--- src/logic/source_fifo.sv ---
// show-ahead source queue
`timescale 1ns/1ps

module source_fifo
#(
    parameter int WIDTH = 32,
    parameter int DEPTH = 8,
    parameter int NEAR_FULL_LEVEL = 6
)
(
    input  logic             i_clk,
    input  logic             i_rst,
    input  logic             i_push,
    input  logic [WIDTH-1:0] i_data,
    input  logic             i_pop,
    output logic [WIDTH-1:0] o_data,
    output logic             o_empty,
    output logic             o_full,
    output logic             o_near_full,
    output logic             o_overflow
);

    localparam int PTR_W = (DEPTH > 1) ? $clog2(DEPTH) : 1;
    localparam int CNT_W = $clog2(DEPTH + 1);

    logic [WIDTH-1:0] mem [DEPTH];
    logic [PTR_W-1:0] wr_ptr;
    logic [PTR_W-1:0] rd_ptr;
    logic [CNT_W-1:0] count;

    logic do_write;
    logic do_read;

    // push while full is lost, pop while empty is ignored
    assign do_write = i_push && !o_full;
    assign do_read  = i_pop && !o_empty;

    assign o_empty     = (count == '0);
    assign o_full      = (count == CNT_W'(DEPTH));
    assign o_near_full = (count >= CNT_W'(NEAR_FULL_LEVEL));

    // head word visible without a pop
    assign o_data = mem[rd_ptr];

    // storage array written on push
    always_ff @(posedge i_clk)
    begin
        if (do_write)
        begin
            mem[wr_ptr] <= i_data;
        end
    end

    always_ff @(posedge i_clk)
    begin
        if (i_rst)
        begin
            wr_ptr     <= '0;
            rd_ptr     <= '0;
            count      <= '0;
            o_overflow <= 1'b0;
        end
        else
        begin
            // circular pointers wrap after DEPTH-1
            if (do_write)
            begin
                wr_ptr <= (wr_ptr == PTR_W'(DEPTH - 1)) ? '0 : wr_ptr + 1'b1;
            end
            if (do_read)
            begin
                rd_ptr <= (rd_ptr == PTR_W'(DEPTH - 1)) ? '0 : rd_ptr + 1'b1;
            end
            // push and pop together keep the fill level
            if (do_write && !do_read)
            begin
                count <= count + 1'b1;
            end
            else if (do_read && !do_write)
            begin
                count <= count - 1'b1;
            end
            // sticky until reset
            if (i_push && o_full)
            begin
                o_overflow <= 1'b1;
            end
        end
    end

endmodule

--- config.mk ---
export PLATFORM = sky130hd
export DESIGN_NAME = source_fifo
export DESIGN_NICKNAME = d
export VERILOG_FILES = /design/src/logic/source_fifo.sv
export SDC_FILE = /design/constraint.sdc
export NUM_CORES = 1
export LEC_CHECK = 0
export BUFFER_PORTS_ARGS = -buffer_cell sky130_fd_sc_hd__buf_2
export CORE_MARGIN = 2
export CORE_UTILIZATION = 50
export DETAILED_ROUTE_END_ITERATION = 12
export PLACE_DENSITY = 0.72
export SYNTH_ARGS = -nofsm -noshare
export SYNTH_HDL_FRONTEND = slang
export SYNTH_SLANG_ARGS = --single-unit
export TNS_END_PERCENT = 100
--- constraint.sdc ---
create_clock -name i_clk -period 5.44 [get_ports i_clk]
set_input_delay 0.816 -clock i_clk [delete_from_list [all_inputs] [get_ports i_clk]]
set_output_delay 0.816 -clock i_clk [all_outputs]
set_load 0.05 [all_outputs]
# Word-level counts from Yosys, hierarchy flattened
# Memory sizes are Yosys's and may differ from the RTL's. A register that Yosys moved wholly into a read port is not among the register bits.
# Cells that the tools add are included.
[totals]
register_bits = 11
latchBits = 0
mem_bits_rw = 256
romBits = 0
input_bits = 36
output_inout_bits = 36
wordCells = 32
memories = 1
[classes]
add_sub_neg = 4
n_mul = 0
n_div = 0
n_lt_le_gt_ge = 1
n_eq_ne = 3
n_shift = 0
muxes = 8
n_bitwise = 0
n_reduce_logical = 11
[memory_table]
columns = ["name", "depth", "width", "read_ports", "rd_ports_with_merged_regs", "write_ports", "line", "source"]
rows = [
  ["mem", 8, 32, 1, 1, 1, "26", "logic [WIDTH-1:0] mem [DEPTH];"],
]
[ops]
columns = ["op", "n"]
rows = [
  ["2-to-1 mux 3 bit", 4],
  ["2-to-1 mux 4 bit", 2],
  ["adder 3 x 1 -> 3 bit (second input constant)", 2],
  ["equality test 3 bit (second input constant)", 2],
  ["logical AND 1 bit", 5],
  ["adder 4 x 1 -> 4 bit (second input constant)", 1],
  ["equality test 4 bit (second input constant)", 1],
  [">= comparator 4 x 3 -> 1 bit (second input constant)", 1],
  ["logical NOT 1 bit", 4],
  ["logical NOT 4 bit", 1],
  ["subtractor 4 x 1 -> 4 bit (second input constant)", 1],
  ["2-to-1 mux 1 bit", 2],
  ["nonzero test 2 bit", 1],
]

# Depth between registers and ports, before layout
[depth]
ltp_word = 7
ltp_mapped = 11
depth_no_buf = 10

# Worst setup path before layout
# No wires, ideal clock.
[synth_path]
path_type = "register to register"
start = "register count[1]"
end = "memory mem[0][0], enable pin"
setup_ns = 0.501
t_arrival_ns = 4.096
required_ns = 4.939
path_slack_ns = 0.843
stages_incl_launch_ff = 5
path_buffers = 1
period_less_slack_ns = 4.597
cell_sequence = "dfxtp_1 nor4b_2 nand2b_1 buf_4 nor4_1"
[synth_via]
elab_chain_len = 5
[synth_rtl]
columns = ["item", "line", "source"]
rows = [
  ["start, declared", "29", "logic [CNT_W-1:0] count;"],
  ["start signal, assigned", "77", "count <= count + 1'b1;"],
  ["start signal, assigned", "81", "count <= count - 1'b1;"],
  ["equality test 4 bit", "39", "assign o_full = (count == CNT_W'(DEPTH));"],
  ["via o_full", "18", "output logic o_full,"],
  ["logical NOT 1 bit", "35", "assign do_write = i_push && !o_full;"],
  ["logical AND 1 bit", "35", ""],
  ["2-to-1 mux 1 bit", "48", "if (do_write)"],
  ["2-to-1 mux 1 bit (not written as such)", "50", "mem[wr_ptr] <= i_data;"],
  ["end, declared", "26", ""],
]
# The timed path passes the listed nets, and every way through them passes these cells.

==> results_dict.tcl <==
set metrics [dict create \
    ant_nets 0 \
    crit_type "reg2out" \
    finalSetupTns_ns 0 \
    fin_nets 584 \
    hold_slack_ns 0.482 \
    htree_levels 1 \
    viasPerCell 5.67 \
    slew_headroom_pct 30.0 \
    fin_ws_ns 1.60 \
    p_leak_uw 0.00402 \
    cp-end-kind "output pin" \
    grt_overflow 0 \
    vias 4697 \
    synth_top_flop_cell "edfxtp_1" \
    port_buffers 71 \
    r2r-start "count[0]$_SDFFE_PP0P_" \
    yosysUniqueCellTypes 30 \
    crit_arrival_ns 3.03 \
    cts_tree "done" \
    hold_viol 0 \
    cp_cell_sequence "buf_4 -> mux4_1 -> mux2_2 -> buf_2" \
    grt_max_degree 52 \
    postCtsSetupBuffers 0 \
    avgSynthCellArea_um2 23.4 \
    regArea_mm2 0.00797 \
    rsz0062_at_grt "false" \
    finalCritPeriodShare_pct 70.7 \
    crit_path_max_fanout 51 \
    clockRootBuffer "clkbuf_16" \
    crit_buf_inv 2 \
    drive_above_1_share_pct 34.6 \
    antenna_found_initial 0 \
    synth-seq-cells 270 \
    drt_wl_total_um 19000 \
    dieArea_mm2 0.0221 \
    cts_buffers 27 \
    gr-usage-all-layers_pct 17.8 \
    outcome "complete, no violations" \
    yosysSeqAreaShare_pct 76.0 \
    setup_viol_count_final 0 \
    power_density_mw_per_mm2 468 \
    startpoint_type "flip-flop" \
    fp.dieH_um 149 \
    cts_buffer_depth 3 \
    post-place-ws_ns 2.07 \
    drc 0 \
    rr_worst_depth 10 \
    drt-initial-drc-count 375 \
    path_delay_family "flip-flops" \
    slew_viol_final 0 \
    timing.rr.end "count[3]$_SDFFE_PP0P_" \
    start_util_pct 51.3 \
    core.rowCount 52 \
    cp.required_ns 4.62 \
    crit_end "o_data[24]" \
    ctsHoldBuffers 0 \
    hold_class "reg2reg" \
    synth_edf_count 256 \
    ios 72 \
    nFillCells 1475 \
    min_period_ns 3.84 \
    globalplace.congestion 0.665 \
    fin_skew_ns 0.00777 \
    grt_pass1_vias 5106 \
    tightest_slew_ns 1.05 \
    avgRoutedWirePerCell_um 22.9 \
    dpl.hpwl_um 10600 \
    post-route-cell-area_mm2 0.0121 \
    slowest_stage "dfxtp_4" \
    async_reset_ff_share_pct 0 \
    max_cap_violations 0 \
    path_clk_slew_ns 0.06 \
    cts-resized-gates 0 \
    netlist_area_mm2 0.0105 \
    die_w_um 149 \
    clock_latency_ns 0.52 \
    core_area_mm2 0.0204 \
    synthToLayoutAreaGrowth_pct 15.0 \
    drtPass1Iterations 5 \
    peakVddDrop_mv 0.359 \
    syn-num-nets 492 \
    place_area_mm2 0.0112 \
    yosysWarnings 0 \
    synthCells 448 \
    slowest_delay_ns 0.94 \
    ff2ff_setup_slack_ns 2.42 \
    multi_input_area_mm2 0.00241 \
    grt_pass1_wl_um 29500 \
    fmax_ghz 0.260 \
    cp_num_cells 4 \
    clock-sinks 270 \
]
## report_power, final
part / switching, µW / internal [µW]
logic: 766 / 515
registers: 153 / 2400
clock network: 721 / 1080
total: 1640 / 4000
## routing by layer
metal  vias up  wire (µm)  global-route usage, %
met5         -          0                      0
met4         0        411                   4.71
met3        34       1200                   2.48
met2       132       9640                   30.6
met1      2437       7730                   24.3
li1       2094          -                      -
## logic make-up (layout without fill, tap and decap cells)
logic type | after synthesis | in the layout | share of synthesized area (%)
flip-flops | 270 | 270 | 76.0
buffers and inverters | 23 | 133 | 1.43
other | 0 | 1 | 0
XOR/XNOR | 2 | 2 | 0.167
adder cells (fa/ha/maj) | 8 | 8 | 1.03
AO/OA/AOI/OAI | 11 | 11 | 0.800
AND/OR/NAND/NOR | 34 | 34 | 1.56
multiplexers | 100 | 100 | 19.0
## how the worst min path moves through the flow
stage	from	cells past startpoint	slack (ns)	endpoint
after CTS	o_overflow$_SDFFE_PP0P_	2	0.49	o_overflow$_SDFFE_PP0P_
final	o_overflow$_SDFFE_PP0P_	2	0.48	o_overflow$_SDFFE_PP0P_
after floorplan	rd_ptr[1]$_SDFFE_PP0P_	2	0.49	flip-flop
after global placement	o_overflow$_SDFFE_PP0P_	2	0.46	o_overflow$_SDFFE_PP0P_
after detailed placement	o_overflow$_SDFFE_PP0P_	2	0.48	o_overflow$_SDFFE_PP0P_
after global routing	o_overflow$_SDFFE_PP0P_	2	0.54	o_overflow$_SDFFE_PP0P_
## registers in the layout, summed over array words and instances (netlist names), named ones only
name,cells
rd_ptr,3
o_overflow,1
mem,256
count,4
wr_ptr,3
## placed cells by master, fill, tap and decap left out, drive strengths merged, types with 5 or more instances in the layout
cell    Yosys  routed
a21oi       7       7
buf        17      84
clkbuf      4      31
clkinv      0      13
dfxtp      14      14
edfxtp    256     256
ha          7       7
mux2       33      33
mux4       64      64
nand2       7       7
nor2       13      13
nor3        5       5
## Yosys cell counts (all sizes together), types with 2 or more instances
cell / count / area [µm²]
edfxtp: 256 / 7690
clkbuf: 4 / 15.0
buf: 17 / 128
nor4: 2 / 12.5
mux2: 33 / 372
nand2b: 3 / 18.8
inv: 2 / 7.51
mux4: 64 / 1590
mux2i: 3 / 30.0
ha: 7 / 87.6
nor2: 13 / 48.8
nand2: 7 / 26.3
dfxtp: 14 / 280
nor3: 5 / 25.0
a21oi: 7 / 35.0
## layout make-up
type                            count  area share, %
Inverter                            2         0.0622
Timing Repair Buffer               84           3.76
Antenna cell                        1         0.0207
Sequential cell                   270           66.1
Tap cell                          270           2.80
Clock inverter                     16           1.24
Clock buffer                       31           5.98
Multi-Input combinational cell    155           20.0
## metrics by stage
step           power (µW)  utilization, %  std cells
3_5_place_dp         3900            54.8        781
6_report             5640            59.0        829
4_1_cts              5700            59.0        828
2_1_floorplan        3620               -        448
5_1_grt              5850            59.0        828
3_3_place_gp         3870            54.8        781
## worst register-to-register path, cell delays in order, from the launching register on
cell and delay (ns):
dfxtp_1 0.40, nor4b_2 0.42, nand2b_1 0.42, inv_1 0.18, ha_1 0.25, inv_1 0.13
ha_1 0.30, a21oi_1 0.19, a211oi_1 0.10, a31oi_1 0.17, mux2_2 0.35
Power figures use the tool's default switching activity.
