File: src/logic/readout_pkg.sv
// readout path shared definitions

package readout_pkg;

    // word in the output queue
    localparam int WORD_WIDTH = 32;

    // payload of one front-end hit channel
    localparam int HIT_WIDTH = 24;

    // set only in trigger words
    // bits below it carry the trigger number
    localparam int TRIGGER_FLAG_BIT = 31;

    // source identifier inside a hit word, bits 26 to 24
    // bits 30 to 27 and the flag bit stay zero
    localparam int TAG_LSB = 24;
    localparam int TAG_WIDTH = 3;

    // trigger acceptance FSM
    typedef enum logic [0:0]
    {
        TRIG_IDLE,
        TRIG_WAIT_READY
    } trig_state_t;

endpackage

File: src/logic/host_reader.sv
// host read port on output queue
`timescale 1ns/1ps

module host_reader
(
    input  logic                               i_clk,
    input  logic                               i_rst,
    input  logic                               i_read,
    input  logic                               i_clear_error,
    input  logic                               i_empty,
    input  logic [readout_pkg::WORD_WIDTH-1:0] i_head,
    output logic                               o_pop,
    output logic [readout_pkg::WORD_WIDTH-1:0] o_data,
    output logic                               o_data_valid,
    output logic                               o_read_error
);

    // strobe only counts with data present
    assign o_pop = i_read && !i_empty;

    // head word captured on each pop
    always_ff @(posedge i_clk)
    begin
        if (o_pop)
        begin
            o_data <= i_head;
        end
    end

    always_ff @(posedge i_clk)
    begin
        if (i_rst)
        begin
            o_data_valid <= 1'b0;
            o_read_error <= 1'b0;
        end
        else
        begin
            o_data_valid <= o_pop;
            // sticky read-on-empty error
            // a new one wins over the clear
            o_read_error <= (o_read_error && !i_clear_error) || (i_read && i_empty);
        end
    end

endmodule

File: config.mk
export PLATFORM = sky130hd
export DESIGN_NAME = host_reader
export DESIGN_NICKNAME = d
export VERILOG_FILES = /design/src/logic/readout_pkg.sv /design/src/logic/host_reader.sv
export SDC_FILE = /design/constraint.sdc
export NUM_CORES = 1
export LEC_CHECK = 0
export BUFFER_PORTS_ARGS = -buffer_cell sky130_fd_sc_hd__buf_2
export CORE_UTILIZATION = 40
export DETAILED_ROUTE_END_ITERATION = 6
export PLACE_DENSITY = 0.85
export SLEW_MARGIN = 20
export SYNTH_ARGS = -nofsm -noshare
export SYNTH_HDL_FRONTEND = slang
export SYNTH_SLANG_ARGS = --single-unit
File: constraint.sdc
create_clock -name i_clk -period 3.5 [get_ports i_clk]
set_input_delay 0.7 -clock i_clk [delete_from_list [all_inputs] [get_ports i_clk]]
set_output_delay 0.7 -clock i_clk [all_outputs]
set_load 0.02 [all_outputs]
==> Yosys cells after proc, flatten, opt, wreduce, memory -nomap -nowiden <==
Cells that the tools add are included.
{ "totals": {"reg_bits": 34, "in_bits": 37, "out_inout_bits": 35} }
{ "op_classes": {"n_reduce_logical": 6} }
{ "op_table": {"columns": ["cell", "count"], "rows": [
  ["logical AND 1 bit", 3],
  ["zero test 1 bit", 2],
  ["logical OR 1 bit", 1]
]} }

==> Longest topological paths before layout <==
{ "depth": {"word_depth": 3, "depth_mapped": 2} }

==> Worst setup path before layout <==
Ideal clock, no wire load.
{ "synth_timing": {"path_type": "input to output", "from": "in i_read", "to": "out o_pop", "t_arrival_ns": 1.341, "required_ns": 2.800, "setup_slack_ns": 1.459, "path_stages": 1, "cell_sequence": "nor2b_4"} }
{ "synth_via": {"elab_chain_len": 1} }
{ "synth_rtl": {"columns": ["item", "line", "rtl"], "rows": [
  ["from (decl)", "host_reader.sv:8", "input logic i_read,"],
  ["logical AND 1 bit", "host_reader.sv:19", "assign o_pop = i_read && !i_empty;"],
  ["to (decl)", "host_reader.sv:12", "output logic o_pop,"]
]} }
Every way passes these cells.

==> Worst setup path in the final report <==
{ "layout_timing": {"from": "in i_empty", "to": "out o_pop"} }
{ "layout_via": {"elab_chain_len": 2} }
{ "layout_rtl": {"columns": ["item", "line", "rtl"], "rows": [
  ["from (decl)", "host_reader.sv:10", "input logic i_empty,"],
  ["zero test 1 bit", "host_reader.sv:19", null],
  ["logical AND 1 bit", "host_reader.sv:19", null]
]} }
Every way passes these cells.

==> impl_results.html <==
<table>
<tr><th>Metric</th><th>Value</th></tr>
<tr><th colspan="2">Run status</th></tr>
<tr><td>Result of the run</td><td>finished, final reports clean</td></tr>
<tr><th colspan="2">Critical path</th></tr>
<tr><td>Family with the most delay on the worst path</td><td>buffers and inverters</td></tr>
<tr><td>Number of buffer and inverter stages on the critical path</td><td>2</td></tr>
<tr><td>Reg-to-reg setup timing slack</td><td>2930 ps</td></tr>
<tr><td>Cell repeated most along the worst path</td><td>buf_2</td></tr>
<tr><td>Sequence of cells on the critical path</td><td>buf_2, nor2b_4, buf_2</td></tr>
<tr><td>Peak per-stage delay on the critical path</td><td>170 ps</td></tr>
<tr><td>Required time at the worst-slack endpoint</td><td>2800 ps</td></tr>
<tr><td>Crit path kind</td><td>in -&gt; out</td></tr>
<tr><td>Worst-path fanout max</td><td>2</td></tr>
<tr><td>Cell type of the slowest stage on the worst timing path</td><td>buf_2</td></tr>
<tr><td>Arrival time at the worst endpoint</td><td>1110 ps</td></tr>
<tr><td>Critical path endpoint category</td><td>primary output</td></tr>
<tr><td>Launching element type of the critical path</td><td>primary input</td></tr>
<tr><th colspan="2">Placement</th></tr>
<tr><td>Global placement routability congestion</td><td>0.603</td></tr>
<tr><td>Total of buffers placed on input and output ports</td><td>71</td></tr>
<tr><td>Detailed Place HPWL</td><td>1.50 mm</td></tr>
<tr><td>Worst slack at placement</td><td>1680 ps</td></tr>
<tr><td>Instance area at placement</td><td>1440 µm²</td></tr>
<tr><th colspan="2">Global routing</th></tr>
<tr><td>Vias in the first global route</td><td>597</td></tr>
<tr><td>Grt ovf</td><td>0</td></tr>
<tr><td>Antenna violations before repair</td><td>0</td></tr>
<tr><td>Maximum number of pins on one net before global-route repair</td><td>34</td></tr>
<tr><td>Global-route wire length before repair</td><td>2.47 mm</td></tr>
<tr><td>GRT Resource Usage Total</td><td>14.0%</td></tr>
<tr><th colspan="2">Flow run</th></tr>
<tr><td>Max Cap Violations</td><td>0</td></tr>
<tr><th colspan="2">Layout</th></tr>
<tr><td>Filler cells</td><td>196</td></tr>
<tr><td>Combined area of the multi-input logic cells</td><td>42.5 µm²</td></tr>
<tr><td>Sequential cell area</td><td>1000 µm²</td></tr>
<tr><td>Fraction of final layout cells with drive strength greater than 1</td><td>67.2%</td></tr>
<tr><td>Most common cell after layout, fill and taps aside</td><td>buf_2</td></tr>
<tr><td>P&amp;R area growth vs syn</td><td>43.2%</td></tr>
<tr><td>Layout Cell Area excl Fill</td><td>1490 µm²</td></tr>
<tr><td>N_diodes</td><td>0</td></tr>
<tr><td>Final core occ</td><td>60.3%</td></tr>
<tr><td>Most frequent cells in the layout</td><td>71 x buf_2, 32 x edfxtp_1, 5 x clkbuf_4</td></tr>
<tr><td>Number of nets in the layout</td><td>155</td></tr>
<tr><th colspan="2">Routing</th></tr>
<tr><td>Post-DR vias/cell</td><td>4.46</td></tr>
<tr><td>Post-detailed-route count of antenna-violating nets</td><td>0</td></tr>
<tr><td>Post-route DRC violation count</td><td>0</td></tr>
<tr><td>Number of design-rule violations left by the first detailed-router iteration</td><td>19</td></tr>
<tr><td>Wirelength per Cell</td><td>12.9 µm</td></tr>
<tr><td>Sum of routed wire length over all layers</td><td>1.92 mm</td></tr>
<tr><td>Router iterations before antenna repair</td><td>4</td></tr>
<tr><td>Total number of vias</td><td>664</td></tr>
<tr><th colspan="2">Yosys</th></tr>
<tr><td>Synth cell types</td><td>6</td></tr>
<tr><td>Number of synthesized register bits</td><td>34</td></tr>
<tr><td>Mapped Cells</td><td>39</td></tr>
<tr><td>Fraction of the yosys area taken by sequential cells</td><td>95.9%</td></tr>
<tr><td>Synth Warn #</td><td>0</td></tr>
<tr><td>Mean instance size in the synthesized netlist</td><td>26.8 µm²</td></tr>
<tr><td>Syn Nets</td><td>76</td></tr>
<tr><td>Netlist area before placement</td><td>1040 µm²</td></tr>
<tr><th colspan="2">Clock tree</th></tr>
<tr><td>Sinks on the clock net</td><td>34</td></tr>
<tr><td>Max Buffers Root-to-Sink</td><td>2</td></tr>
<tr><td>Root Buffer</td><td>clkbuf_4</td></tr>
<tr><td>Post-CTS setup buffer count</td><td>0</td></tr>
<tr><td>Clock Pin Slew Worst Setup and Hold Paths</td><td>90 ps</td></tr>
<tr><td>Total clock buffers created by CTS</td><td>5</td></tr>
<tr><td>Number of resized instances in the post-cts repair step</td><td>0</td></tr>
<tr><td>H-tree depth reported by CTS</td><td>2</td></tr>
<tr><td>Clock latency on the worst-skew pair</td><td>320 ps</td></tr>
<tr><td>TritonCTS clock tree</td><td>built</td></tr>
<tr><td>CTS Hold Buffers Added</td><td>0</td></tr>
<tr><th colspan="2">Floorplan</th></tr>
<tr><td>Core footprint</td><td>2480 µm²</td></tr>
<tr><td>Count of standard-cell rows</td><td>18</td></tr>
<tr><td>Effective utilization at floorplan</td><td>42.1%</td></tr>
<tr><td>Die Span Y</td><td>53.1 µm</td></tr>
<tr><td>Overall die area</td><td>2820 µm²</td></tr>
<tr><td>Die X-Extent</td><td>53.1 µm</td></tr>
<tr><td>Boundary Pins</td><td>72</td></tr>
<tr><th colspan="2">Power and ir drop</th></tr>
<tr><td>P per Cell Area</td><td>510 nW/µm²</td></tr>
<tr><td>LEAKAGE</td><td>0.651 nW</td></tr>
<tr><td>Maximum resistive drop on vdd</td><td>0.348 mV</td></tr>
<tr><th colspan="2">STA</th></tr>
<tr><td>Total of endpoints with negative setup slack in the final report</td><td>0</td></tr>
<tr><td>Final worst setup slack</td><td>1690 ps</td></tr>
<tr><td>Final cycle utilization of the critical path</td><td>51.9%</td></tr>
<tr><td>Setup repair after global routing missed its margin</td><td>no</td></tr>
<tr><td>Worst Tran Pin Value</td><td>383 ps</td></tr>
<tr><td>Hold WS</td><td>476 ps</td></tr>
<tr><td>Max_slew headroom</td><td>74.5%</td></tr>
<tr><td>Max-slew violation count</td><td>0</td></tr>
<tr><td>Hold violation total from the final report</td><td>0</td></tr>
<tr><td>Post-Route Skew</td><td>0 ps</td></tr>
<tr><td>Fmax</td><td>551 MHz</td></tr>
<tr><td>Minimum period implied by the final worst setup slack</td><td>1810 ps</td></tr>
<tr><td>Accumulated negative setup slack</td><td>0 ps</td></tr>
<tr><th colspan="2">Worst hold path</th></tr>
<tr><td>Hold/Removal Path Class</td><td>reg -&gt; reg</td></tr>
</table>
[power breakdown]
| group | switching, mW | internal, mW | total [mW] |
|---|---|---|---|
| Combinational | 0.0562 | 0.0339 | 0.0901 |
| Clock | 0.116 | 0.0753 | 0.192 |
| Sequential | 0.00587 | 0.474 | 0.480 |
[path summary, 6_finish.rpt]
kind,from,endpoint,depth (start not counted)
max reg2reg,o_read_error,o_read_error,2
max,i_empty,o_pop,3
min,o_read_error,o_read_error,2
min reg2reg,o_read_error,o_read_error,2
[per-stage QoR]
stage	instances	power [mW]
floorplan	39	0.533
global placement	141	0.577
detailed placement	141	0.581
CTS	149	0.771
global route	149	0.794
finish	149	0.761
[state kept, by name, indices dropped and copies added (netlist names)]
| register | cells |
|---|---|
| o_data | 32 |
| o_data_valid | 1 |
| o_read_error | 1 |
[synth_stat cells]
cell type | count | area [µm²]
edfxtp_1 | 32 | 961
dfxtp_1 | 2 | 40.0
nor2b_4 | 2 | 27.5
a21oi_1 | 1 | 5.00
nand2_1 | 1 | 3.75
nand2b_1 | 1 | 6.26
[logic make-up after synthesis]
family | after synthesis | synth area share, %
compound gates | 1 | 0.479
flops | 34 | 95.9
simple gates | 4 | 3.60
[metal layers]
layer | vias up | routed length, µm | track usage (%)
met5 | - | 0 | 0
met4 | 0 | 29 | 7.89
met3 | 5 | 275 | 6.90
met2 | 52 | 956 | 24.3
met1 | 298 | 661 | 13.2
li1 | 309 | - | -
[layout make-up]
cell class,instances,share of cell area [%]
Tap cell,30,2.51
Clock buffer,6,2.76
Timing Repair Buffer,72,24.3
Multi-Input combinational cell,5,2.85
Clock inverter,2,0.586
Sequential cell,34,67.0
[worst register-to-register path, stage by stage, from the launching register on]
cell and delay (ps):
dfxtp_1 340, nand2b_1 60, a21oi_1 110
(Power assumes the default switching activity.)
