### src/logic/readout_pkg.sv
// readout path shared definitions

package readout_pkg;

    // word in the output queue
    localparam int WORD_WIDTH = 32;

    // payload of one front-end hit channel
    localparam int HIT_WIDTH = 24;

    // set only in trigger words
    // bits below it carry the trigger number
    localparam int TRIGGER_FLAG_BIT = 31;

    // source identifier inside a hit word, bits 26 to 24
    // bits 30 to 27 and the flag bit stay zero
    localparam int TAG_LSB = 24;
    localparam int TAG_WIDTH = 3;

    // trigger acceptance FSM
    typedef enum logic [0:0]
    {
        TRIG_IDLE,
        TRIG_WAIT_READY
    } trig_state_t;

endpackage

### src/logic/trigger_unit.sv
// trigger acceptance and trigger words
`timescale 1ns/1ps

module trigger_unit
(
    input  logic                               i_clk,
    input  logic                               i_rst,
    input  logic                               i_trigger,
    input  logic                               i_trigger_enable,
    input  logic                               i_veto,
    input  logic                               i_cmd_ready,
    input  logic                               i_queue_full,
    output logic                               o_cmd_start,
    output logic                               o_busy,
    output logic                               o_push,
    output logic [readout_pkg::WORD_WIDTH-1:0] o_word
);

    import readout_pkg::*;

    trig_state_t state;

    // registered copy of ready for edge detect
    logic ready_q;
    logic ready_rise;

    // running trigger number, fills the bits below the flag
    logic [TRIGGER_FLAG_BIT-1:0] trig_count;

    logic accept;

    // only idle, enabled, not vetoed and with room in the queue
    assign accept = i_trigger && (state == TRIG_IDLE) && i_trigger_enable
                    && !i_veto && !i_queue_full;

    // sequencer finished its command
    assign ready_rise = i_cmd_ready && !ready_q;

    // word goes into the trigger queue at the accept edge
    assign o_push = accept;

    always_comb
    begin
        o_word = '0;
        o_word[TRIGGER_FLAG_BIT] = 1'b1;
        o_word[TRIGGER_FLAG_BIT-1:0] = trig_count;
    end

    // busy for the whole wait on ready
    assign o_busy = (state == TRIG_WAIT_READY);

    always_ff @(posedge i_clk)
    begin
        if (i_rst)
        begin
            state       <= TRIG_IDLE;
            ready_q     <= 1'b0;
            trig_count  <= '0;
            o_cmd_start <= 1'b0;
        end
        else
        begin
            ready_q     <= i_cmd_ready;
            // one-cycle start pulse per accepted trigger
            o_cmd_start <= accept;
            case (state)
                TRIG_IDLE:
                begin
                    if (accept)
                    begin
                        // number used by this word, next one waits
                        trig_count <= trig_count + 1'b1;
                        state      <= TRIG_WAIT_READY;
                    end
                end
                TRIG_WAIT_READY:
                begin
                    // triggers in here are dropped without a number
                    if (ready_rise)
                    begin
                        state <= TRIG_IDLE;
                    end
                end
                default:
                begin
                    state <= TRIG_IDLE;
                end
            endcase
        end
    end

endmodule

### config.mk
export PLATFORM = sky130hd
export DESIGN_NAME = trigger_unit
export DESIGN_NICKNAME = d
export VERILOG_FILES = /design/src/logic/readout_pkg.sv /design/src/logic/trigger_unit.sv
export SDC_FILE = /design/constraint.sdc
export NUM_CORES = 1
export LEC_CHECK = 0
export BUFFER_PORTS_ARGS = -buffer_cell sky130_fd_sc_hd__buf_2
export CORE_MARGIN = 2
export CORE_UTILIZATION = 55
export DETAILED_ROUTE_END_ITERATION = 10
export PLACE_DENSITY = 0.83
export SYNTH_ARGS = -nofsm -noshare
export SYNTH_HDL_FRONTEND = slang
export SYNTH_SLANG_ARGS = --single-unit
### constraint.sdc
create_clock -name i_clk -period 2.72 [get_ports i_clk]
set_clock_uncertainty 0.15 [all_clocks]
set_input_delay 0.544 -clock i_clk [delete_from_list [all_inputs] [get_ports i_clk]]
set_output_delay 0.544 -clock i_clk [all_outputs]
set_load 0.05 [all_outputs]
[Word level (Yosys, flattened, before mapping)]
Index checks and enable logic that the tools add are counted.
Cells by class
  divide/modulo/power cells: 0
  bitwise gates (word level): 1
  order comparisons: 0
  multipliers: 0
  $add $sub $neg: 1
  shift-type cells: 0
  reduce and logical (&&, ||, !) cells: 9
  equality and inequality tests: 0
  mux-type cells: 3
Operators with widths (number)
  adder 31 x 1 -> 31 bit (second input constant): 1
  logical AND 1 bit: 5
  zero test 1 bit: 3
  two-way mux 1 bit: 2
  case mux 1 bit (2 select lines): 1
  AND reduction 2 bit: 1
  inverter 1 bit: 1
Storage, ports and cells
  latch bits: 0
  bits in registers: 34
  input port bits: 7
  memories: 0
  logic and storage cells: 18
  bits in read-only memories: 0
  output and inout bits: 35
  bits in writable memories: 0

[Longest topological paths before layout]
Gate-level depths: netlist (run 1).
  word-level depth: 7
  depth in mapped cells: 6
  gate-level depth less buffers: 5

[Worst setup path before layout (run 1)]
OpenSTA, ideal clock, no wires.
  kind: register to register
  start: reg trig_count[0]
  end: reg trig_count[22]
  data arrival time: 2.023 ns
  path buffers: 1
  setup time: 0.070 ns
  stages on the path, launching flop included: 7
  required time: 2.500 ns
  clock period less this slack: 2.243 ns
  setup slack: 0.477 ns
  path through: dfxtp_1 > ha_1 > and4bb_2 > nand2_2 > buf_6 > or4_1 > a21oi_1
Between the ends
  cells in the longest elaborated chain, start to end: 1
Ends and longest elaborated chain
  start, declared: line trigger_unit.sv:28  | logic [TRIGGER_FLAG_BIT-1:0] trig_count;
  start signal, assigned: line trigger_unit.sv:72  | trig_count <= trig_count + 1'b1;
  adder 31 x 1 -> 31 bit: line trigger_unit.sv:72
Every way passes these cells.
A chain may end at the register's enable or synchronous reset.

[Worst setup path after layout (run 1)]
  start: reg state, in the netlist o_busy
  end: out o_push
Between the ends
  cells in the longest elaborated chain, start to end: 5
Ends and longest elaborated chain
  start, declared: line trigger_unit.sv:21  | trig_state_t state;
  start signal, assigned: line trigger_unit.sv:56  | state <= TRIG_IDLE;
  start signal, assigned: line trigger_unit.sv:73  | state <= TRIG_WAIT_READY;
  start signal, assigned: line trigger_unit.sv:81  | state <= TRIG_IDLE;
  inverter 1 bit (no source line)
  logical AND 1 bit (2 in a row): line trigger_unit.sv:33  | assign accept = i_trigger && (state == TRIG_IDLE) && i_trigger_enable
  logical AND 1 bit (2 in a row): line trigger_unit.sv:34  | && !i_veto && !i_queue_full;
  end, declared: line trigger_unit.sv:15  | output logic o_push,
Every way passes these cells.

==> results.py, run 1 <==
metrics = {
    "status": {
        "status": "finished clean",
    },
    "die": {
        "die_w_microns": 58.1,
        "rows": 19,
        "io_pins": 42,
        "die_area_sq_um": 3370,
        "core_area_sq_um": 2760,
        "start_util_pct": 58.3,
        "die_h_microns": 58.1,
    },
    "clock_tree": {
        "clkTransAtPathRegs_ns": 0.09,
        "htreeDepth": 2,
        "clock_sinks": 34,
        "numCtsBuffers": 5,
        "clockBufferDepth": 2,
        "cts_setup_buffers": 0,
        "clock_latency_ns": 0.34,
        "cts_tree": "yes",
        "root_buffer": "clkbuf_4",
        "cts_hold_buf": 0,
        "ctsResizeCount": 0,
    },
    "routing": {
        "top_layer_used": "met4",
        "routed-wl-met2_microns": 1660,
        "wl_met3_microns": 201,
        "drt-initial-drc-count": 65,
        "routed_wl_microns": 3510,
        "num_vias": 1533,
        "firstDrtPassIters": 4,
        "postRouteAntennaNets": 0,
        "via_per_inst": 6.11,
        "drc": 0,
        "wl_met1_microns": 1600,
        "wire_per_inst_microns": 14.0,
    },
    "synthesis": {
        "syn_inst": 182,
        "synthSimpleGateAreaFrac_pct": 30.3,
        "synth_top_family_by_area": "simple AND/OR/NAND/NOR gates",
        "synth_seq_area_share_pct": 42.3,
        "synthTopCellsByCount": "34 x dfxtp_1, 23 x a21oi_1, 16 x o31ai_1, 16 x or4_1, 12 x nor2_1",
        "synth_mux_area_share_pct": 0,
        "async_flop_share_pct": 0,
        "synth_adder_area_share_pct": 0.778,
        "netlist.area_leader.share_pct": 42.3,
        "synth_cell_type_count": 29,
        "synth_nets": 190,
        "yosysMostFrequentCell": "dfxtp_1",
        "synth_area_leaders": "dfxtp_1 42%, o31ai_1 7.5%, or4_1 7.5%",
        "synth_xor_area_share_pct": 4.90,
        "yosys_register_bits": 34,
        "synth_area_sq_um": 1610,
        "yosys.area.top_type": "dfxtp_1",
        "synth_ff_type": "dfxtp_1",
        "synth_compound_area_share_pct": 16.5,
        "synth_edf_count": 0,
        "synth.avg_cell_area_sq_um": 8.84,
        "yosysWarnings": 0,
    },
    "worst_setup_path": {
        "slowest_stage": "and3b_1",
        "cp_num_cells": 4,
        "worstPathRequired_ns": 2.03,
        "critical_path_class": "flip-flop to primary output",
        "path_delay_family": "simple AND/OR/NAND/NOR gates",
        "timing.rr.end": "trig_count[30]",
        "cp_num_buf_inv": 2,
        "cp.arrival_ns": 1.57,
        "cp_max_fo": 8,
        "critical_path.cell_chain": "and3b_1 -> nand2_1 -> inv_1 -> buf_2",
        "rr_startpoint": "trig_count[10]",
        "slowest_delay_ns": 0.38,
        "cp-start-kind": "flip-flop",
        "reg2regPathDepth": 4,
        "rrSetupSlack_ns": 0.68,
        "endpoint_kind": "primary output",
    },
    "place": {
        "gp_congestion": 0.799,
        "io_buffers": 40,
        "place_hpwl_microns": 2390,
        "place_ws_ns": 0.559,
        "placed_area_sq_um": 1790,
        "dp.cells": 243,
    },
    "timing": {
        "grt_setup_unrepaired": "no",
        "timing.setup.tns_ns": 0,
        "slew_viol_final": 0,
        "timing.final.ws_setup_ns": 0.452,
        "tightestPinTransition_ns": 0.598,
        "finalHoldViolations": 0,
        "post-route-period-util_pct": 83.4,
        "fmax_ghz": 0.441,
        "setup_viol": 0,
        "slew_headroom_pct": 60.1,
        "fin_crit_ns": 2.27,
    },
    "worst_hold_path": {
        "holdPathStages": 3,
        "min_to": "ready_q",
        "hp-class": "input pin to flip-flop",
        "min_from": "i_cmd_ready",
    },
    "power_and_ir_drop": {
        "p_total_uw": 819,
        "leakage_uw": 0.000746,
        "max-vdd-ir-drop_mv": 0.448,
        "power_density_nw_per_um2": 444,
    },
    "grt": {
        "grt_use_total_pct": 22.5,
        "grt_pass1_wl_microns": 5870,
        "grt_pass1_vias": 1382,
        "grt_overflow_total": 0,
        "antenna_found_initial": 0,
        "grt_max_degree": 35,
    },
    "final_layout": {
        "final_cells": 251,
        "area_delta_synth_final_pct": 14.8,
        "drive_above_1_share_pct": 24.5,
        "final_cell_area_sq_um": 1850,
        "antenna_cells": 0,
        "layout.nets": 227,
        "fillers": 239,
    },
    "job": {
        "maxCapViolCount": 0,
    },
}
==> worst max path at each step <==
stage	startpoint	endpoint
2_1_floorplan	trig_count[0]	trig_count[22]
3_3_place_gp	i_trigger	o_push
3_5_place_dp	i_trigger_enable	o_push
4_1_cts	o_busy	o_push
5_1_grt	o_busy	o_push
6_report	o_busy	o_push
==> final cells by class <==
class / instances / area (sq um) / share of cell area [%]
multi-input cells: 133 / 848 / 45.9
well taps: 31 / 38.8 / 2.10
inverters: 5 / 18.8 / 1.02
flip-flops and latches: 34 / 681 / 36.9
clock inverters: 1 / 5.00 / 0.271
repair buffers: 40 / 200 / 10.8
clock buffers: 7 / 55.1 / 2.98
==> where the power goes <==
part / leakage (uW) / total [uW] / switching (uW) / internal [uW]
combinational: 0.000437 / 30.2 / 23.0 / 7.20
clock: 0.0000353 / 288 / 163 / 125
sequential: 0.000274 / 501 / 1.26 / 499
==> worst reg2reg max path, delay by kind of cell, from the launching register on <==
family,cells,cell delay (ns)
simple gates,3,1.22
compound gates,1,0.15
flops,1,0.46
==> metrics by stage <==
stage / hold WS, ns / utilization (%)
6_report: 0.289 / 67.0
4_1_cts: 0.285 / 67.0
5_1_grt: 0.285 / 67.0
3_3_place_gp: 0.306 / 64.8
2_1_floorplan: 0.354 / -
3_5_place_dp: 0.335 / 64.8
==> sequential cells by signal, summed over array words and instances, names as in the netlist <==
| signal | count |
|---|---|
| trig_count | 31 |
| o_busy | 1 |
| ready_q | 1 |
| o_cmd_start | 1 |
==> cells in the final DEF (no fill, tap or decap), types with 2 or more instances in the layout <==
master	instances
and4bb_2	2
buf_2	40
a21oi_1	23
nand4_1	8
xor2_1	8
and4_4	2
nor2_1	12
and3_1	3
o21ai_0	6
nand2_1	10
or3_1	5
dfxtp_1	34
and4_1	2
o31ai_1	16
inv_1	5
clkbuf_4	5
or4_1	16
nand3_1	11
==> metal layers <==
layer	track usage [%]	up-vias
met5	0	-
met4	8.31	0
met3	7.59	7
met2	36.5	44
met1	27.7	718
li1	-	764
==> cell families (layout without fill, tap and decap cells) <==
| family | after synthesis | count (layout) |
|---|---|---|
| simple gates | 77 | 77 |
| xor+xnor | 9 | 9 |
| buf+inv | 15 | 53 |
| fa+ha+maj | 1 | 1 |
| compound gates | 45 | 45 |
| flops | 34 | 34 |
| other cells | 1 | 1 |
(Power assumes the default switching activity.)
==> inputs of run 2 (changes only) <==
ABC_AREA = 1   (was unset)
CORE_UTILIZATION = 53   (was 55)
PLACE_DENSITY = 0.78   (was 0.83)
clock period = 2.1 ns   (was 2.72 ns; I/O delays follow)
==> run 2 against run 1 <==
Against the previous run:
- worst setup slack worse by 0.14 ns
- die area up 19%
- count of clock-buffer cells in the layout is 1 higher
- cell area up 19%
- first-iteration DRC count grew 60%
- critical path depth is the same
==> results.py, run 2 <==
metrics = {
    "timing": {
        "timing.setup.tns_ns": 0,
        "fin_crit_ns": 1.79,
        "slew_headroom_pct": 66.9,
        "fmax_ghz": 0.558,
        "setup_viol": 0,
        "tightestPinTransition_ns": 0.493,
        "finalHoldViolations": 0,
        "post-route-period-util_pct": 85.4,
        "grt_setup_unrepaired": "no",
        "slew_viol_final": 0,
    },
    "grt": {
        "grt_use_met1_pct": 31.0,
        "grt_pass1_vias": 1788,
        "globalRouteMet2Util_pct": 39.3,
        "use_met3_pct": 5.71,
        "grt_most_used_layer": "met2",
        "antenna_found_initial": 0,
        "grt_max_degree": 19,
        "grt_pass1_wl_microns": 7770,
        "grt_overflow_total": 0,
        "grt_use_total_pct": 24.2,
    },
    "worst_setup_path": {
        "timing.rr.end": "trig_count[24]",
        "worstPathRequired_ns": 1.53,
        "cp.arrival_ns": 1.22,
        "endpoint_kind": "primary output",
        "rrSetupSlack_ns": 0.37,
        "rr_startpoint": "trig_count[1]",
        "critical_path_class": "flip-flop to primary output",
        "reg2regPathDepth": 8,
        "cp_max_fo": 3,
        "cp-start-kind": "flip-flop",
    },
    "synthesis": {
        "synth_edf_count": 0,
        "netlist.area_leader.share_pct": 36.3,
        "async_flop_share_pct": 0,
        "yosys_register_bits": 34,
        "yosysWarnings": 0,
        "synth_area_leaders": "dfxtp_1 36%, nand2_1 13%, nor2_1 11%",
        "synth_ff_type": "dfxtp_1",
        "synth_cell_type_count": 26,
        "syn_inst": 292,
        "synth_nets": 300,
        "synth_area_sq_um": 1870,
        "synth.avg_cell_area_sq_um": 6.42,
        "yosys.area.top_type": "dfxtp_1",
        "synth_seq_area_share_pct": 36.3,
        "synthTopCellsByCount": "65 x nand2_1, 54 x nor2_1, 39 x inv_1, 34 x dfxtp_1, 18 x nand3_1",
        "yosysMostFrequentCell": "nand2_1",
    },
    "clock_tree": {
        "clockBufferDepth": 2,
        "clock_sinks": 34,
        "clock_latency_ns": 0.34,
        "cts_setup_buffers": 0,
        "root_buffer": "clkbuf_4",
        "cts_tree": "yes",
        "ctsResizeCount": 0,
        "cts_hold_buf": 0,
        "numCtsBuffers": 5,
        "clkTransAtPathRegs_ns": 0.10,
        "htreeDepth": 2,
    },
    "final_layout": {
        "largest_register_ffs": 31,
        "layout.nets": 345,
        "antenna_cells": 0,
        "fillers": 347,
        "drive_above_1_share_pct": 20.7,
        "final_common_cell": "nand2_1",
        "register_area_sq_um": 681,
        "area_delta_synth_final_pct": 17.6,
        "final_cell_mix": "65 x nand2_1, 54 x nor2_1, 40 x buf_2",
        "top_register": "trig_count",
        "final_core_util_pct": 65.6,
        "multi_input_area_sq_um": 988,
    },
    "routing": {
        "routed_wl_microns": 4400,
        "postRouteAntennaNets": 0,
        "num_vias": 1961,
        "drc": 0,
        "wire_per_inst_microns": 11.4,
        "firstDrtPassIters": 4,
        "via_per_inst": 5.11,
        "drt-initial-drc-count": 104,
    },
    "die": {
        "rows": 21,
        "core_area_sq_um": 3360,
        "io_pins": 42,
        "die_area_sq_um": 4030,
        "die_h_microns": 63.5,
        "start_util_pct": 55.7,
        "die_w_microns": 63.5,
    },
    "power_and_ir_drop": {
        "intPower_uw": 893,
        "swShare_pct": 23.2,
        "seqPwrFrac_pct": 55.9,
        "pwr-share-comb_pct": 5.2,
        "power_frac_clock_pct": 39.0,
        "leakage_uw": 0.00105,
        "switching_power_uw": 269,
        "power_density_nw_per_um2": 527,
        "max-vdd-ir-drop_mv": 0.455,
    },
    "worst_hold_path": {
        "holdPathStages": 3,
        "hp-class": "input pin to flip-flop",
        "min_from": "i_cmd_ready",
        "min_to": "ready_q",
    },
    "job": {
        "maxCapViolCount": 0,
    },
    "place": {
        "gp_congestion": 0.867,
        "place_hpwl_microns": 3350,
        "io_buffers": 40,
    },
    "status": {
        "status": "finished clean",
    },
}
## run 2: how the worst max path moves through the flow
stage / from / to / cells past startpoint
2_1_floorplan: trig_count[1] / trig_count[24] / 8
3_3_place_gp: trig_count[1] / trig_count[24] / 8
3_5_place_dp: i_trigger / trig_count[5] / 8
4_1_cts: o_busy / o_push / 4
5_1_grt: o_busy / o_push / 4
6_report: o_busy / o_push / 4
## run 2: logic make-up (layout without fill, tap and decap cells)
logic type               Yosys count  count (layout)  synth area share (%)
AND/OR/NAND/NOR                  174             174                  41.9
other                              1               1                 0.200
adder cells (fa/ha/maj)            1               1                 0.667
AO/OA/AOI/OAI                     30              30                  8.61
buffers and inverters             49              95                  10.9
XOR/XNOR                           3               3                  1.40
flip-flops                        34              34                  36.3
## run 2: cell type report
| cell class | count | share of cell area, % |
|---|---|---|
| repair buffers | 46 | 11.1 |
| flip-flops and latches | 34 | 30.9 |
| clock buffers | 8 | 3.58 |
| well taps | 46 | 2.61 |
| inverters | 41 | 6.98 |
| multi-input cells | 209 | 44.8 |
## run 2: power by group through the flow
stage,clock network [uW],logic [uW],registers (uW)
floorplan,0,35.5,672
global placement,0,58.8,664
detailed placement,0,59.7,664
CTS,461,59.8,650
global route,495,66.6,651
finish,453,60.0,649
## run 2: worst max-delay path, stage by stage (launching register included)
cell	delay (ns)
dfxtp_1	0.33
inv_1	0.05
nand2_1	0.07
nor2_2	0.15
buf_2	0.30
## run 2: stage by stage
stage	worst slack (ns)	cell area, sq um	cells	power [uW]	hold slack, ns
floorplan	0.161	1870	292	707	0.354
global placement	0.375	2130	376	723	0.317
detailed placement	0.335	2130	376	724	0.320
CTS	0.281	2200	384	1170	0.145
global route	0.172	2200	384	1210	0.145
finish	0.307	2200	384	1160	0.149
## run 2: metal layers
layer | wire, microns | share of wire [%] | vias up
met5 | 0 | 0 | -
met4 | 74 | 1.7 | 0
met3 | 213 | 4.8 | 8
met2 | 1970 | 45 | 60
met1 | 2140 | 49 | 879
li1 | - | - | 1014
==> inputs of run 3 (changes only) <==
SETUP_SLACK_MARGIN = 0.5   (was unset)
SLEW_MARGIN = 20   (was unset)
==> run 3 against run 2 <==
Against the previous run:
- sequential share of layout area down 2.1 points
- worst setup slack better by 0.096 ns
- combinational power up 29%
- critical path depth unchanged
- non-clock buffer count grew 11
- sequential cell count unchanged
- worst hold slack improved by 0.032 ns
- utilization grew 9.5 points
- die area stayed put
- sequential power is 0.6% lower
- largest power group unchanged
==> results.py, run 3 (synthesis gave the netlist of run 2 again) <==
metrics = {
    "final_layout": {
        "top_register": "trig_count",
        "largest_register_ffs": 31,
        "area_delta_synth_final_pct": 34.6,
        "layout.nets": 356,
        "final_common_cell": "nand2_1",
        "drive_above_1_share_pct": 35.8,
        "final_cell_mix": "61 x nand2_1, 49 x nor2_1, 35 x inv_1",
        "final_cells": 395,
        "antenna_cells": 0,
    },
    "clock_tree": {
        "cts_tree": "yes",
        "clock_sinks": 34,
        "clkTransAtPathRegs_ns": 0.10,
        "cts_hold_buf": 0,
        "root_buffer": "clkbuf_4",
        "clock_latency_ns": 0.34,
        "numCtsBuffers": 5,
        "htreeDepth": 2,
        "clockBufferDepth": 2,
    },
    "grt": {
        "grt_pass1_vias": 1786,
        "grt_pass1_wl_microns": 7670,
        "grt_max_degree": 17,
        "antenna_found_initial": 0,
        "grt_overflow_total": 0,
        "grt_use_total_pct": 24.2,
    },
    "job": {
        "maxCapViolCount": 0,
    },
    "power_and_ir_drop": {
        "max-vdd-ir-drop_mv": 0.274,
        "power_density_nw_per_um2": 426,
        "leakage_uw": 0.00111,
    },
    "worst_setup_path": {
        "slowest_delay_ns": 0.34,
        "critical_path_class": "flip-flop to primary output",
        "cp_num_cells": 4,
        "critical_path.cell_chain": "inv_2 -> nand2_4 -> nor2_4 -> buf_8",
        "endpoint_kind": "primary output",
        "worstPathRequired_ns": 1.53,
        "cp.arrival_ns": 1.13,
        "slowest_stage": "dfxtp_2",
        "cp_max_fo": 3,
        "cp-start-kind": "flip-flop",
        "reg2regPathDepth": 10,
        "cp_num_buf_inv": 2,
        "path_delay_family": "flip-flops",
    },
    "die": {
        "core_area_sq_um": 3360,
        "die_h_microns": 63.5,
        "die_area_sq_um": 4030,
        "start_util_pct": 55.7,
        "io_pins": 42,
        "rows": 21,
        "die_w_microns": 63.5,
    },
    "timing": {
        "setup_viol": 0,
        "finalHoldViolations": 0,
        "grt_setup_unrepaired": "yes",
        "fmax_ghz": 0.589,
        "whs_ns": 0.181,
        "tightestPinTransition_ns": 0.496,
        "slew_viol_final": 0,
        "timing.setup.tns_ns": 0,
        "slew_headroom_pct": 66.7,
        "post-route-period-util_pct": 80.8,
        "fin_crit_ns": 1.70,
    },
    "place": {
        "gp_congestion": 0.837,
        "dp.cells": 375,
        "io_buffers": 40,
        "place_hpwl_microns": 3240,
    },
    "routing": {
        "routed_wl_microns": 5000,
        "postRouteAntennaNets": 0,
        "drt-initial-drc-count": 118,
        "via_per_inst": 5.28,
        "wire_per_inst_microns": 12.7,
        "num_vias": 2084,
        "firstDrtPassIters": 4,
        "drc": 0,
    },
    "worst_hold_path": {
        "hp-class": "input pin to flip-flop",
        "holdPathStages": 3,
    },
    "status": {
        "status": "finished clean",
    },
}
## run 3: tightest hold or removal path: stages
cell,delay (ns)
buf_2,0.09
inv_1,0.05
nor2_1,0.09
## run 3: repair_timing
item                                    4_1_cts  5_1_grt
endpoints found under the hold margin         0        0
pin swaps                                     2       16
setup buffers                                 1       10
endpoints found under the setup margin       14       41
resized for setup                            15       47
cloned                                        0        1
## run 3: path summary, 6_finish.rpt
kind	start	endpoint	slack (ns)
worst max-delay path	o_busy	o_push	0.40
worst min register to register	trig_count[10]	trig_count[10]	0.31
worst max register to register	trig_count[1]	trig_count[24]	0.46
worst min-delay path	i_cmd_ready	ready_q	0.18
## run 3: layout make-up
cell class | instances | area, sq um
sequential | 34 | 727
timing repair buffer | 57 | 442
multi-input combinational | 209 | 1090
tap | 46 | 57.6
clock buffer | 8 | 48.8
inverter | 41 | 154
fill | 290 | 840
## run 3: power breakdown
| part | leakage, uW | internal [uW] | switching, uW |
|---|---|---|---|
| registers | 0.000290 | 642 | 2.96 |
| logic | 0.000797 | 28.3 | 49.0 |
| clock network | 0.0000265 | 133 | 221 |
## run 3: metrics by stage
stage	utilization [%]	power, uW	area, sq um	setup WS [ns]
final	75.0	1080	2520	0.403
after global routing	75.0	1120	2520	0.334
after CTS	67.9	1080	2280	0.415
after detailed placement	65.1	723	2190	0.262
after global placement	65.1	722	2190	0.375
after floorplan	-	705	1940	0.503
## run 3: layer usage
layer  global-route usage [%]  part of all wire (%)  vias to the layer above
met2                     37.0                    47                       74
met4                     12.2                   2.7                        0
met3                     6.96                   6.7                       13
met1                     31.1                    44                      955
li1                         -                     -                     1042
met5                        0                     0                        -
